`config.mk`:
```
export PLATFORM = sky130hd
export DESIGN_NAME = exec_top
export DESIGN_NICKNAME = d
export VERILOG_FILES = /design/src/design/exec_pkg.sv /design/src/design/exec_top.sv /design/src/design/exec_control.sv /design/src/design/exec_divide.sv /design/src/design/exec_multiply.sv /design/src/design/exec_alu.sv
export SDC_FILE = /design/constraint.sdc
export NUM_CORES = 2
export LEC_CHECK = 0
export BUFFER_PORTS_ARGS = -buffer_cell sky130_fd_sc_hd__buf_2
export CAP_MARGIN = 15
export CORE_AREA = 2 2 419 421
export DETAILED_ROUTE_END_ITERATION = 8
export DIE_AREA = 0 0 421 423
export SLEW_MARGIN = 20
export SYNTH_ARGS = -nofsm -noshare
export SYNTH_HDL_FRONTEND = slang
export SYNTH_SLANG_ARGS = --single-unit
```
`constraint.sdc`:
```
create_clock -name i_clock -period 14.8 [get_ports i_clock]
set_input_delay 1.48 -clock i_clock [delete_from_list [all_inputs] [get_ports i_clock]]
set_output_delay 1.48 -clock i_clock [all_outputs]
set_load 0.01 [all_outputs]
```
`src/design/exec_pkg.sv`:
```
// Execute stage shared types
package exec_pkg;

	// ============================================================
	// Widths
	// ============================================================

	localparam int XLEN = 32;
	localparam int REG_W = 5;

	// Multiplier depth used when the top level is not overridden
	localparam int MUL_STAGES_DEFAULT = 2;

	// ============================================================
	// Encodings
	// ============================================================

	// Zero is illegal so that a cleared issue word faults
	typedef enum logic [3:0] {
		CLASS_NONE,
		CLASS_ARITH,
		CLASS_SHIFT,
		CLASS_COMPARE,
		CLASS_JUMP,
		CLASS_BRANCH,
		CLASS_LOAD,
		CLASS_STORE,
		CLASS_MULDIV
	} exec_class_e;

	typedef enum logic [3:0] {
		ALU_ADD,
		ALU_SUB,
		ALU_AND,
		ALU_OR,
		ALU_XOR,
		ALU_SLL,
		ALU_SRL,
		ALU_SRA,
		ALU_EQ,
		ALU_NE,
		ALU_LT,
		ALU_LTU,
		ALU_GE,
		ALU_GEU
	} alu_op_e;

	typedef enum logic [2:0] {
		SEL_ZERO,
		SEL_RS1,
		SEL_RS2,
		SEL_PC,
		SEL_IMM
	} operand_sel_e;

	typedef enum logic [2:0] {
		MD_MUL,
		MD_MULH,
		MD_MULHU,
		MD_DIV,
		MD_DIVU,
		MD_REM,
		MD_REMU
	} muldiv_op_e;

	typedef enum logic [1:0] {
		MEM_BYTE,
		MEM_HALF,
		MEM_WORD
	} mem_width_e;

	// ============================================================
	// Bundles
	// ============================================================

	typedef struct packed {
		logic strobe;
		logic [XLEN-1:0] pc;
		logic [XLEN-1:0] imm;
		logic [XLEN-1:0] rs1;
		logic [XLEN-1:0] rs2;
		logic [REG_W-1:0] rd;
		exec_class_e op_class;
		alu_op_e alu_op;
		operand_sel_e op1_sel;
		operand_sel_e op2_sel;
		muldiv_op_e muldiv_op;
		mem_width_e mem_width;
		logic mem_signed;
	} exec_issue_t;

	typedef struct packed {
		logic strobe;
		logic [REG_W-1:0] rd;
		logic [XLEN-1:0] rd_value;
		logic mem_read;
		logic mem_write;
		logic [XLEN-1:0] mem_address;
		mem_width_e mem_width;
		logic mem_signed;
	} exec_result_t;

	typedef struct packed {
		logic is_signed;
		logic [XLEN-1:0] op1;
		logic [XLEN-1:0] op2;
	} muldiv_req_t;

endpackage
```
`src/design/exec_top.sv`:
```
// Execute stage top level
module exec_top #(
	parameter int MUL_STAGES = exec_pkg::MUL_STAGES_DEFAULT
) (
	input logic i_clock,
	input logic i_reset,
	input exec_pkg::exec_issue_t i_issue,
	input logic i_memory_busy,
	output logic o_busy,
	output exec_pkg::exec_result_t o_result,
	output logic o_jump,
	output logic [exec_pkg::XLEN-1:0] o_jump_pc,
	output logic o_fault
);

	exec_pkg::alu_op_e alu_op;
	logic [exec_pkg::XLEN-1:0] alu_op1;
	logic [exec_pkg::XLEN-1:0] alu_op2;
	logic [exec_pkg::XLEN-1:0] alu_result;
	logic [exec_pkg::XLEN-1:0] alu_sum;
	logic alu_compare;

	exec_pkg::muldiv_req_t muldiv_req;
	logic mul_start;
	logic div_start;
	logic mul_high;
	logic mul_ready;
	logic [exec_pkg::XLEN-1:0] mul_result;
	logic div_ready;
	logic [exec_pkg::XLEN-1:0] div_quotient;
	logic [exec_pkg::XLEN-1:0] div_remainder;

	exec_control control_i (
		.i_clock(i_clock),
		.i_reset(i_reset),
		.i_issue(i_issue),
		.i_memory_busy(i_memory_busy),
		.o_busy(o_busy),
		.o_result(o_result),
		.o_jump(o_jump),
		.o_jump_pc(o_jump_pc),
		.o_fault(o_fault),
		.o_alu_op(alu_op),
		.o_alu_op1(alu_op1),
		.o_alu_op2(alu_op2),
		.i_alu_result(alu_result),
		.i_alu_sum(alu_sum),
		.i_alu_compare(alu_compare),
		.o_mul_start(mul_start),
		.o_div_start(div_start),
		.o_high(mul_high),
		.o_muldiv_req(muldiv_req),
		.i_mul_ready(mul_ready),
		.i_mul_result(mul_result),
		.i_div_ready(div_ready),
		.i_div_quotient(div_quotient),
		.i_div_remainder(div_remainder)
	);

	exec_alu alu_i (
		.i_op(alu_op),
		.i_op1(alu_op1),
		.i_op2(alu_op2),
		.o_result(alu_result),
		.o_sum(alu_sum),
		.o_compare(alu_compare)
	);

	exec_multiply #(
		.MUL_STAGES(MUL_STAGES)
	) multiply_i (
		.i_clock(i_clock),
		.i_reset(i_reset),
		.i_start(mul_start),
		.i_req(muldiv_req),
		.i_high(mul_high),
		.o_ready(mul_ready),
		.o_result(mul_result)
	);

	exec_divide divide_i (
		.i_clock(i_clock),
		.i_reset(i_reset),
		.i_start(div_start),
		.i_req(muldiv_req),
		.o_ready(div_ready),
		.o_quotient(div_quotient),
		.o_remainder(div_remainder)
	);

endmodule

```
`src/design/exec_control.sv`:
```
// Execute stage control
module exec_control (
	input logic i_clock,
	input logic i_reset,
	input exec_pkg::exec_issue_t i_issue,
	input logic i_memory_busy,
	output logic o_busy,
	output exec_pkg::exec_result_t o_result,
	output logic o_jump,
	output logic [exec_pkg::XLEN-1:0] o_jump_pc,
	output logic o_fault,

	// ALU
	output exec_pkg::alu_op_e o_alu_op,
	output logic [exec_pkg::XLEN-1:0] o_alu_op1,
	output logic [exec_pkg::XLEN-1:0] o_alu_op2,
	input logic [exec_pkg::XLEN-1:0] i_alu_result,
	input logic [exec_pkg::XLEN-1:0] i_alu_sum,
	input logic i_alu_compare,

	// Multiply and divide units
	output logic o_mul_start,
	output logic o_div_start,
	output logic o_high,
	output exec_pkg::muldiv_req_t o_muldiv_req,
	input logic i_mul_ready,
	input logic [exec_pkg::XLEN-1:0] i_mul_result,
	input logic i_div_ready,
	input logic [exec_pkg::XLEN-1:0] i_div_quotient,
	input logic [exec_pkg::XLEN-1:0] i_div_remainder
);

	typedef enum logic [1:0] {
		ST_IDLE,
		ST_WAIT_MUL,
		ST_WAIT_DIV
	} state_e;

	state_e state_q;
	logic last_strobe_q;
	logic pending;
	logic is_muldiv;
	logic is_mul;
	logic is_rem;
	logic is_redirect;
	logic complete;
	logic [exec_pkg::XLEN-1:0] pc_plus_4;
	logic [exec_pkg::XLEN-1:0] pc_plus_imm;
	exec_pkg::exec_result_t result_next;

	function automatic logic [exec_pkg::XLEN-1:0] select_operand(
		exec_pkg::operand_sel_e sel,
		exec_pkg::exec_issue_t issue
	);
		case (sel)
		exec_pkg::SEL_RS1: return issue.rs1;
		exec_pkg::SEL_RS2: return issue.rs2;
		exec_pkg::SEL_PC: return issue.pc;
		exec_pkg::SEL_IMM: return issue.imm;
		default: return '0;
		endcase
	endfunction

	// ============================================================
	// Decode of the pending issue
	// ============================================================

	assign pending = (i_issue.strobe != last_strobe_q);
	assign is_muldiv = (i_issue.op_class == exec_pkg::CLASS_MULDIV);
	assign is_mul = (i_issue.muldiv_op inside {exec_pkg::MD_MUL, exec_pkg::MD_MULH,
		exec_pkg::MD_MULHU});
	assign is_rem = (i_issue.muldiv_op inside {exec_pkg::MD_REM, exec_pkg::MD_REMU});
	assign is_redirect = (i_issue.op_class inside {exec_pkg::CLASS_JUMP,
		exec_pkg::CLASS_BRANCH});
	assign pc_plus_4 = i_issue.pc + 32'd4;
	assign pc_plus_imm = i_issue.pc + i_issue.imm;

	assign o_alu_op = i_issue.alu_op;
	assign o_alu_op1 = select_operand(i_issue.op1_sel, i_issue);
	assign o_alu_op2 = select_operand(i_issue.op2_sel, i_issue);

	assign o_busy = pending && is_muldiv;

	// Units are started only from idle, so exactly once per instruction
	assign o_muldiv_req.is_signed = (i_issue.muldiv_op inside {exec_pkg::MD_MUL,
		exec_pkg::MD_MULH, exec_pkg::MD_DIV, exec_pkg::MD_REM});
	assign o_muldiv_req.op1 = i_issue.rs1;
	assign o_muldiv_req.op2 = i_issue.rs2;
	assign o_high = (i_issue.muldiv_op != exec_pkg::MD_MUL);
	assign o_mul_start = pending && is_muldiv && is_mul && (state_q == ST_IDLE);
	assign o_div_start = pending && is_muldiv && !is_mul && (state_q == ST_IDLE);

	always_comb begin
		complete = 1'b0;
		if (pending && !i_memory_busy) begin
			case (state_q)
			ST_IDLE: complete = !is_muldiv;
			ST_WAIT_MUL: complete = i_mul_ready;
			ST_WAIT_DIV: complete = i_div_ready;
			default: complete = 1'b0;
			endcase
		end
	end

	// Next result word
	always_comb begin
		result_next.strobe = !o_result.strobe;
		result_next.rd = i_issue.rd;
		result_next.mem_read = (i_issue.op_class == exec_pkg::CLASS_LOAD);
		result_next.mem_write = (i_issue.op_class == exec_pkg::CLASS_STORE);
		result_next.mem_address = i_alu_sum;
		result_next.mem_width = i_issue.mem_width;
		result_next.mem_signed = i_issue.mem_signed;
		case (i_issue.op_class)
		exec_pkg::CLASS_ARITH,
		exec_pkg::CLASS_SHIFT,
		exec_pkg::CLASS_COMPARE: result_next.rd_value = i_alu_result;
		exec_pkg::CLASS_JUMP: result_next.rd_value = pc_plus_4;
		exec_pkg::CLASS_STORE: result_next.rd_value = i_issue.rs2;
		exec_pkg::CLASS_MULDIV: begin
			if (is_mul) begin
				result_next.rd_value = i_mul_result;
			end else begin
				result_next.rd_value = is_rem ? i_div_remainder : i_div_quotient;
			end
		end
		default: result_next.rd_value = '0;
		endcase
	end

	// ============================================================
	// State and outputs
	// ============================================================

	always_ff @(posedge i_clock) begin
		if (i_reset) begin
			state_q <= ST_IDLE;
			last_strobe_q <= 1'b0;
			o_result <= '0;
			o_jump <= 1'b0;
			o_jump_pc <= '0;
			o_fault <= 1'b0;
		end else begin
			o_jump <= 1'b0;
			if (o_mul_start) begin
				state_q <= ST_WAIT_MUL;
			end else if (o_div_start) begin
				state_q <= ST_WAIT_DIV;
			end
			if (complete) begin
				state_q <= ST_IDLE;
				last_strobe_q <= i_issue.strobe;
				o_result <= result_next;
				if (is_redirect) begin
					o_jump <= 1'b1;
					if (i_issue.op_class == exec_pkg::CLASS_JUMP) begin
						o_jump_pc <= i_alu_sum;
					end else begin
						o_jump_pc <= i_alu_compare ? pc_plus_imm : pc_plus_4;
					end
				end
				// Sticky until reset
				if (i_issue.op_class == exec_pkg::CLASS_NONE) begin
					o_fault <= 1'b1;
				end
			end
		end
	end

	// Upstream cannot present a new issue before it sees the result strobe
	assert property (@(posedge i_clock) disable iff (i_reset) o_jump |=> !o_jump);

	// Upstream holds the issue stable while a unit is busy with it
	assert property (@(posedge i_clock) disable iff (i_reset)
		(state_q != ST_IDLE) |-> pending);

endmodule

```
`src/design/exec_divide.sv`:
```
// Iterative restoring divider
module exec_divide (
	input logic i_clock,
	input logic i_reset,
	input logic i_start,
	input exec_pkg::muldiv_req_t i_req,
	output logic o_ready,
	output logic [exec_pkg::XLEN-1:0] o_quotient,
	output logic [exec_pkg::XLEN-1:0] o_remainder
);

	localparam int XLEN = exec_pkg::XLEN;
	localparam int COUNT_W = $clog2(XLEN);

	logic num_negative;
	logic den_negative;
	logic [XLEN-1:0] num_abs;
	logic [XLEN-1:0] den_abs;
	logic [XLEN:0] shifted;
	logic [XLEN:0] trial;

	logic running_q;
	logic [COUNT_W-1:0] count_q;
	logic [XLEN-1:0] quot_q;
	logic [XLEN-1:0] rem_q;
	logic [XLEN-1:0] den_q;
	logic [XLEN-1:0] num_orig_q;
	logic neg_quot_q;
	logic neg_rem_q;
	logic div_zero_q;
	logic overflow_q;

	assign num_negative = i_req.is_signed & i_req.op1[XLEN-1];
	assign den_negative = i_req.is_signed & i_req.op2[XLEN-1];
	assign num_abs = num_negative ? -i_req.op1 : i_req.op1;
	assign den_abs = den_negative ? -i_req.op2 : i_req.op2;

	// One shift-subtract step
	assign shifted = {rem_q, quot_q[XLEN-1]};
	assign trial = shifted - {1'b0, den_q};

	// ============================================================
	// Iteration control
	// ============================================================

	always_ff @(posedge i_clock) begin
		if (i_reset) begin
			running_q <= 1'b0;
			count_q <= '0;
		end else if (i_start) begin
			running_q <= 1'b1;
			count_q <= '0;
		end else if (running_q) begin
			count_q <= count_q + 1'b1;
			if (count_q == COUNT_W'(XLEN - 1)) begin
				running_q <= 1'b0;
			end
		end
	end

	// ============================================================
	// Datapath
	// ============================================================

	always_ff @(posedge i_clock) begin
		if (i_start) begin
			quot_q <= num_abs;
			rem_q <= '0;
			den_q <= den_abs;
			num_orig_q <= i_req.op1;
			neg_quot_q <= num_negative ^ den_negative;
			neg_rem_q <= num_negative;
			div_zero_q <= (i_req.op2 == '0);
			overflow_q <= i_req.is_signed && (i_req.op1 == {1'b1, {(XLEN-1){1'b0}}})
				&& (i_req.op2 == '1);
		end else if (running_q) begin
			// Borrow out means the trial went negative, so restore
			if (trial[XLEN]) begin
				rem_q <= shifted[XLEN-1:0];
				quot_q <= {quot_q[XLEN-2:0], 1'b0};
			end else begin
				rem_q <= trial[XLEN-1:0];
				quot_q <= {quot_q[XLEN-2:0], 1'b1};
			end
		end
	end

	// RISC-V corner cases, then sign correction
	always_comb begin
		if (div_zero_q) begin
			o_quotient = '1;
			o_remainder = num_orig_q;
		end else if (overflow_q) begin
			o_quotient = num_orig_q;
			o_remainder = '0;
		end else begin
			o_quotient = neg_quot_q ? -quot_q : quot_q;
			o_remainder = neg_rem_q ? -rem_q : rem_q;
		end
	end

	assign o_ready = !running_q;

	// Control waits for ready before it can start another division
	assert property (@(posedge i_clock) disable iff (i_reset) running_q |-> !i_start);

endmodule

```
`src/design/exec_multiply.sv`:
```
// Pipelined multiplier
module exec_multiply #(
	parameter int MUL_STAGES = exec_pkg::MUL_STAGES_DEFAULT
) (
	input logic i_clock,
	input logic i_reset,
	input logic i_start,
	input exec_pkg::muldiv_req_t i_req,
	input logic i_high,
	output logic o_ready,
	output logic [exec_pkg::XLEN-1:0] o_result
);

	localparam int XLEN = exec_pkg::XLEN;

	logic signed [XLEN:0] op1_ext;
	logic signed [XLEN:0] op2_ext;
	logic signed [2*XLEN+1:0] product_full;
	logic [2*XLEN-1:0] stage_q [MUL_STAGES];
	logic [MUL_STAGES-1:0] valid_q;
	logic [MUL_STAGES:0] valid_chain;
	logic hold_q;

	// One extra bit turns mulhu into a signed multiply too
	assign op1_ext = {i_req.is_signed & i_req.op1[XLEN-1], i_req.op1};
	assign op2_ext = {i_req.is_signed & i_req.op2[XLEN-1], i_req.op2};
	assign product_full = op1_ext * op2_ext;

	// Stage s loads when its input carries a valid product
	assign valid_chain = {valid_q, i_start};

	always_ff @(posedge i_clock) begin
		if (i_start) begin
			stage_q[0] <= product_full[2*XLEN-1:0];
		end
		for (int s = 1; s < MUL_STAGES; s++) begin
			if (valid_q[s-1]) begin
				stage_q[s] <= stage_q[s-1];
			end
		end
	end

	// Last stage keeps its product, ready holds until the next start
	always_ff @(posedge i_clock) begin
		if (i_reset) begin
			valid_q <= '0;
			hold_q <= 1'b0;
		end else begin
			valid_q <= valid_chain[MUL_STAGES-1:0];
			hold_q <= (hold_q | valid_q[MUL_STAGES-1]) & !i_start;
		end
	end

	assign o_ready = valid_q[MUL_STAGES-1] | hold_q;
	assign o_result = i_high ? stage_q[MUL_STAGES-1][2*XLEN-1:XLEN]
		: stage_q[MUL_STAGES-1][XLEN-1:0];

endmodule

```
`src/design/exec_alu.sv`:
```
// Integer ALU
module exec_alu (
	input exec_pkg::alu_op_e i_op,
	input logic [exec_pkg::XLEN-1:0] i_op1,
	input logic [exec_pkg::XLEN-1:0] i_op2,
	output logic [exec_pkg::XLEN-1:0] o_result,
	output logic [exec_pkg::XLEN-1:0] o_sum,
	output logic o_compare
);

	localparam int SHAMT_W = $clog2(exec_pkg::XLEN);

	logic [SHAMT_W-1:0] shamt;
	logic [exec_pkg::XLEN-1:0] sum;
	logic [exec_pkg::XLEN-1:0] diff;
	logic equal;
	logic less_signed;
	logic less_unsigned;

	assign shamt = i_op2[SHAMT_W-1:0];
	assign sum = i_op1 + i_op2;
	assign diff = i_op1 - i_op2;
	assign equal = (i_op1 == i_op2);
	assign less_signed = ($signed(i_op1) < $signed(i_op2));
	assign less_unsigned = (i_op1 < i_op2);

	// Address and jump target adder
	assign o_sum = sum;

	// Compare bit, shared by branches and set-less-than
	always_comb begin
		case (i_op)
		exec_pkg::ALU_EQ: o_compare = equal;
		exec_pkg::ALU_NE: o_compare = !equal;
		exec_pkg::ALU_LT: o_compare = less_signed;
		exec_pkg::ALU_LTU: o_compare = less_unsigned;
		exec_pkg::ALU_GE: o_compare = !less_signed;
		exec_pkg::ALU_GEU: o_compare = !less_unsigned;
		default: o_compare = 1'b0;
		endcase
	end

	always_comb begin
		case (i_op)
		exec_pkg::ALU_ADD: o_result = sum;
		exec_pkg::ALU_SUB: o_result = diff;
		exec_pkg::ALU_AND: o_result = i_op1 & i_op2;
		exec_pkg::ALU_OR: o_result = i_op1 | i_op2;
		exec_pkg::ALU_XOR: o_result = i_op1 ^ i_op2;
		exec_pkg::ALU_SLL: o_result = i_op1 << shamt;
		exec_pkg::ALU_SRL: o_result = i_op1 >> shamt;
		exec_pkg::ALU_SRA: o_result = $unsigned($signed(i_op1) >>> shamt);
		// Compare ops write 0 or 1 to rd
		default: o_result = {{(exec_pkg::XLEN-1){1'b0}}, o_compare};
		endcase
	end

endmodule

```
# Word level (Yosys, flattened, before mapping)
# Memories as Yosys holds them, arrays and structs flattened.
# Index checks and enable logic that the tools add are counted.
# classes
add_sub_neg,10
n_mul,1
magnitude_cmp,2
eq_ne,41
n_shift,3
n_mux,34
bitwise_logic,9
n_reduce_logical,36
# ops
operator,n
two-way mux 32 bit,16
case mux 32 bit (4 select lines),3
case mux 32 bit (8 select lines),1
negator 32 bit,4
adder 32 bit,2
equality test 32 bit (second input constant),2
less-than comparator 32 bit,2
multiplier 33 x 33 -> 64 bit,1
subtractor 33 x 32 -> 33 bit,1
adder 32 x 3 -> 32 bit (second input constant),1
bitwise AND 32 bit,1
equality test 32 bit,1
equality test 4 x 3 -> 1 bit (second input constant),8
zero test 32 bit,1
bitwise OR 32 bit,1
left shift 32 x 5 -> 32 bit,1
right shift 32 x 5 -> 32 bit,1
>>> shifter 32 x 5 -> 32 bit,1
subtractor 32 bit,1
XOR 32 bit,1
equality test 4 bit (second input constant),7
equality test 3 x 2 -> 1 bit (second input constant),6
equality test 4 x 2 -> 1 bit (second input constant),4
equality test 3 bit (second input constant),4
25 further kinds,65
# word_totals
reg_bits,253
mem_bits_rw,128
inputBits,157
output_inout_bits,110
mem_count,1
# memory_table
name,words,width,read_ports,rd_ports_with_merged_regs,wr,line,source
multiply_i.stage_q,2,64,2,0,2,exec_multiply.sv:19,logic [2*XLEN-1:0] stage_q [MUL_STAGES];

# Logic depth before layout (Yosys ltp)
# logic_depth
word_depth,7
ltp_mapped,35
depth_no_buf,31

# Hierarchy
# From an unflattened synthesis, not the netlist that was laid out.
# hier_totals
hier_cells,8231
area_unflattened_um2,71544.9
# by_module_without_submodules
mod,instances,cells_each,area_per_inst_um2,seq_area_each_um2
exec_multiply,1,4316,42131.7,3903.7
exec_divide,1,1192,10448.8,3763.6
exec_control,1,1362,10007.1,2242.2
exec_alu,1,1361,8957.3,0.0

# Least setup slack after synthesis
# No wires, ideal clock.
# synth_timing
path_kind,input-to-reg
from,in i_issue[3] (netlist name)
to,mem multiply_i.stage_q[0][62] (netlist name) (data pin)
t_arrival_ns,9.731
required_ns,14.536
slack_ns,4.806
path_stages,32
n_path_buf,3
path_cell_list,clkbuf_1 > nand2b_1 > a21oi_1 > nand2_1 > inv_1 > clkbuf_1 > buf_1 > nand2_1 > inv_1 > fa_1 > inv_1 > fa_1 > inv_1 > fa_1 > inv_1 > fa_1 > inv_1 > fa_1 > fa_1 > inv_1 > fa_1 > fa_1 > inv_1 > ha_1 > a21oi_1 > o21ai_0 > a21oi_1 > inv_1 > nor4b_1 > o31ai_1 > a221oi_1 > xnor2_1
# synth_lines
item,line,source
start: declaration,exec_top.sv:7,"input exec_pkg::exec_issue_t i_issue,"
end: declaration,exec_multiply.sv:19,

==> metrics <==
outcome finished clean; CP Depth 32; Die X about 420 um; FP Rows ~150; skew final approximately 39 ps; min Tclk post-route between 10000 and 15000 ps; TritonCTS Buffers 44; Buf/Inv on CP 12; most used cell, CP inv_1; Largest delay share family, worst path adder cells; Synth Flop Type edfxtp_1; cell count of the worst hold path 0; synth cell count leaders 1285 x inv_1, 1132 x nand2_1, 1129 x fa_1, 416 x clkbuf_1, 414 x a21oi_1; ranking of synthesized cells by area fa_1 32%, edfxtp_1 9.7%, inv_1 6.8%; CTS clk-pin slew, worst paths around 60 ps; RSZ-0062 raised after global routing no; fin. max-slew vios 0; HPWL after detailed placement between 200 and 300 mm; clock latency at the later pin of the worst-skew pair 660 ps; DIE AREA around 0.18 sq mm; post-synth top area cell fa_1; Crit path largest cell delay ~840 ps; Starting Density between 40% and 50%; CTS resizes 0; critical path fanouts, max 22; hold_sp multiply_i.stage_q[0][39]$_DFFE_PP_; Yosys warning count 0; Peak Freq roughly 90 MHz; via count approximately 64000; vias per inst about 6; CTS tree yes; setup TNS 0 ps; Max-Slew Margin vs Limit between 10% and 20%; # port buffers 266; EDFF count, synth 228; final hold vios 0; synthesized instance count between 8000 and 9000; Setup CP Type input port to register; CP required around 15000 ps; most numerous cell in the Yosys netlist inv_1; register area share after synthesis between 10 and 15%; initial antenna violation count 52; I/O pins roughly 270; routed len/inst approximately 31 um; DR iter-0 viols 7237; Tot GR Track Use between 30% and 40%; #FFs+latches synth around 380; Finish-stage setup viols 0; Max-Cap Viols 0; RR Startpoint divide_i.quot_q[2]$_DFFE_PP_; Crit. End Element register; Place WS 3110 ps; worst setup margin 3730 ps; Post-CTS Hold Fix Bufs 0; pin count of the biggest net entering global routing roughly 100; startpoint types input port; DR DRC count 0; CTS H-Tree Depth 2; Syn Std Cell Area between 0.07 and 0.08 sq mm; clock root buffer clkbuf_16; share of layout cells above drive strength 1 approximately 7.6%; first-pass GRT wire length roughly 470 mm; Post-synth ARST share 0%; Die H between 400 and 500 um; Hold Worst Slack around 410 ps; Yosys cell types 100; filler cell count 17200; Tcrit/Tclk final ~75%; total grt overflow 0; slowest cell on the critical path fa_1; vias in the first global route roughly 64000; syn nets between 9000 and 10000; top-area cell type share of the netlist area a little under a third; synthesis-to-layout area growth 7.21%; remaining antenna violation count after routing 0; Worst EP arrival about 11000 ps; Crit. Startpoint i_issue[4]; Worst-Margin Slew between 1000 and 1500 ps; Mean Syn Cell Area between 8 and 9 sq um; Worst Hold Class register to register; CTS max path bufs 3; Pre-antenna DRT Iters 9; wirelength, routed around 330 mm; Routability Congestion 1.05; R2R depth 10; core area ~0.17 sq mm; # nets final 9863; number of setup buffers added after CTS 0; CTS Sinks ~380
## cell type report
type	instances	area (sq um)	area share, %
multi-input combinational	6033	54100	71.2
sequential	381	9910	13.0
inverter	1288	4840	6.36
tap	2325	2910	3.82
timing repair buffer	449	2710	3.56
clock buffer	51	1190	1.56
clock inverter	30	304	0.400
antenna	27	67.6	0.0888
## final timing paths
| path | slack [ps] | to |
|---|---|---|
| max | 3730 | multiply_i.stage_q[0][62]$_DFFE_PP_ |
| min | 410 | multiply_i.stage_q[0][103]$_DFFE_PP_ |
| max reg2reg | 10250 | control_i.o_result[56]$_SDFFE_PP0P_ |
| min reg2reg | 410 | multiply_i.stage_q[0][103]$_DFFE_PP_ |
## registers in the layout (all words and copies together), names as in the netlist
name / flops
control_i.o_fault: 1
divide_i.den_q: 32
control_i.last_strobe_q: 1
control_i.o_jump: 1
divide_i.quot_q: 32
divide_i.num_orig_q: 32
divide_i.count_q: 5
divide_i.overflow_q: 1
multiply_i.stage_q: 128
control_i.o_result: 75
divide_i.div_zero_q: 1
divide_i.neg_quot_q: 1
multiply_i.valid_q: 2
multiply_i.hold_q: 1
control_i.o_jump_pc: 32
divide_i.rem_q: 32
divide_i.neg_rem_q: 1
control_i.state_q: 2
divide_i.running_q: 1
## logic make-up (layout without fill, tap and decap cells)
kind of cell             after synthesis  in the layout  synth area share (%)
AO/OA/AOI/OAI                       1568           1568                  14.6
XOR/XNOR                             322            322                  3.98
adder cells (fa/ha/maj)             1509           1509                  38.6
buffers and inverters               1852           1818                  9.97
flip-flops                           381            381                  14.0
multiplexers                         194            194                  2.78
other                                  0             27                     0
AND/OR/NAND/NOR                     2440           2440                  16.2
## routing by layer
layer | share of wire, % | GRT usage [%] | vias up | wire [um]
li1 | - | - | 26900 | -
met1 | 39 | 46.4 | 32200 | 126000
met2 | 43 | 54.4 | 3884 | 140000
met3 | 11 | 9.58 | 911 | 35900
met4 | 7.0 | 21.5 | 32 | 22900
met5 | 0.13 | 0.860 | - | 428
## stage by stage
step / cells / utilization [%] / cell area, sq um
after CTS: 10600 / 43.9 / 76000
after detailed placement: 10500 / 43.0 / 74500
after global routing: 10600 / 43.9 / 76000
after global placement: 10500 / 43.0 / 74500
after floorplan: 8266 / - / 70900
final: 10600 / 43.9 / 76100
## placed cells by master (no fill, tap or decap), types with 36 or more instances in the layout
cell type and instances:
nand3_1 106, a21oi_1 411, a211oi_1 81, fa_1 1129, o21ai_0 343, o211ai_1 55
and3_1 46, nor2b_1 36, clkbuf_16 45, a221oi_1 70, inv_1 1283, and2_1 364
a21o_1 58, xnor2_1 203, nor2_1 375, nor4_1 36, o31ai_1 49, a22oi_1 60
xor2_1 119, edfxtp_1 228, nand2b_1 52, nor3_1 96, nand2_1 1131, ha_1 380
mux2i_1 173, a31oi_1 59, buf_2 266, dfxtp_1 151, buf_4 183
Power is left out: the tool's default activity adds up to more than one toggle a clock period on the data nets, which glitch-free logic cannot reach.
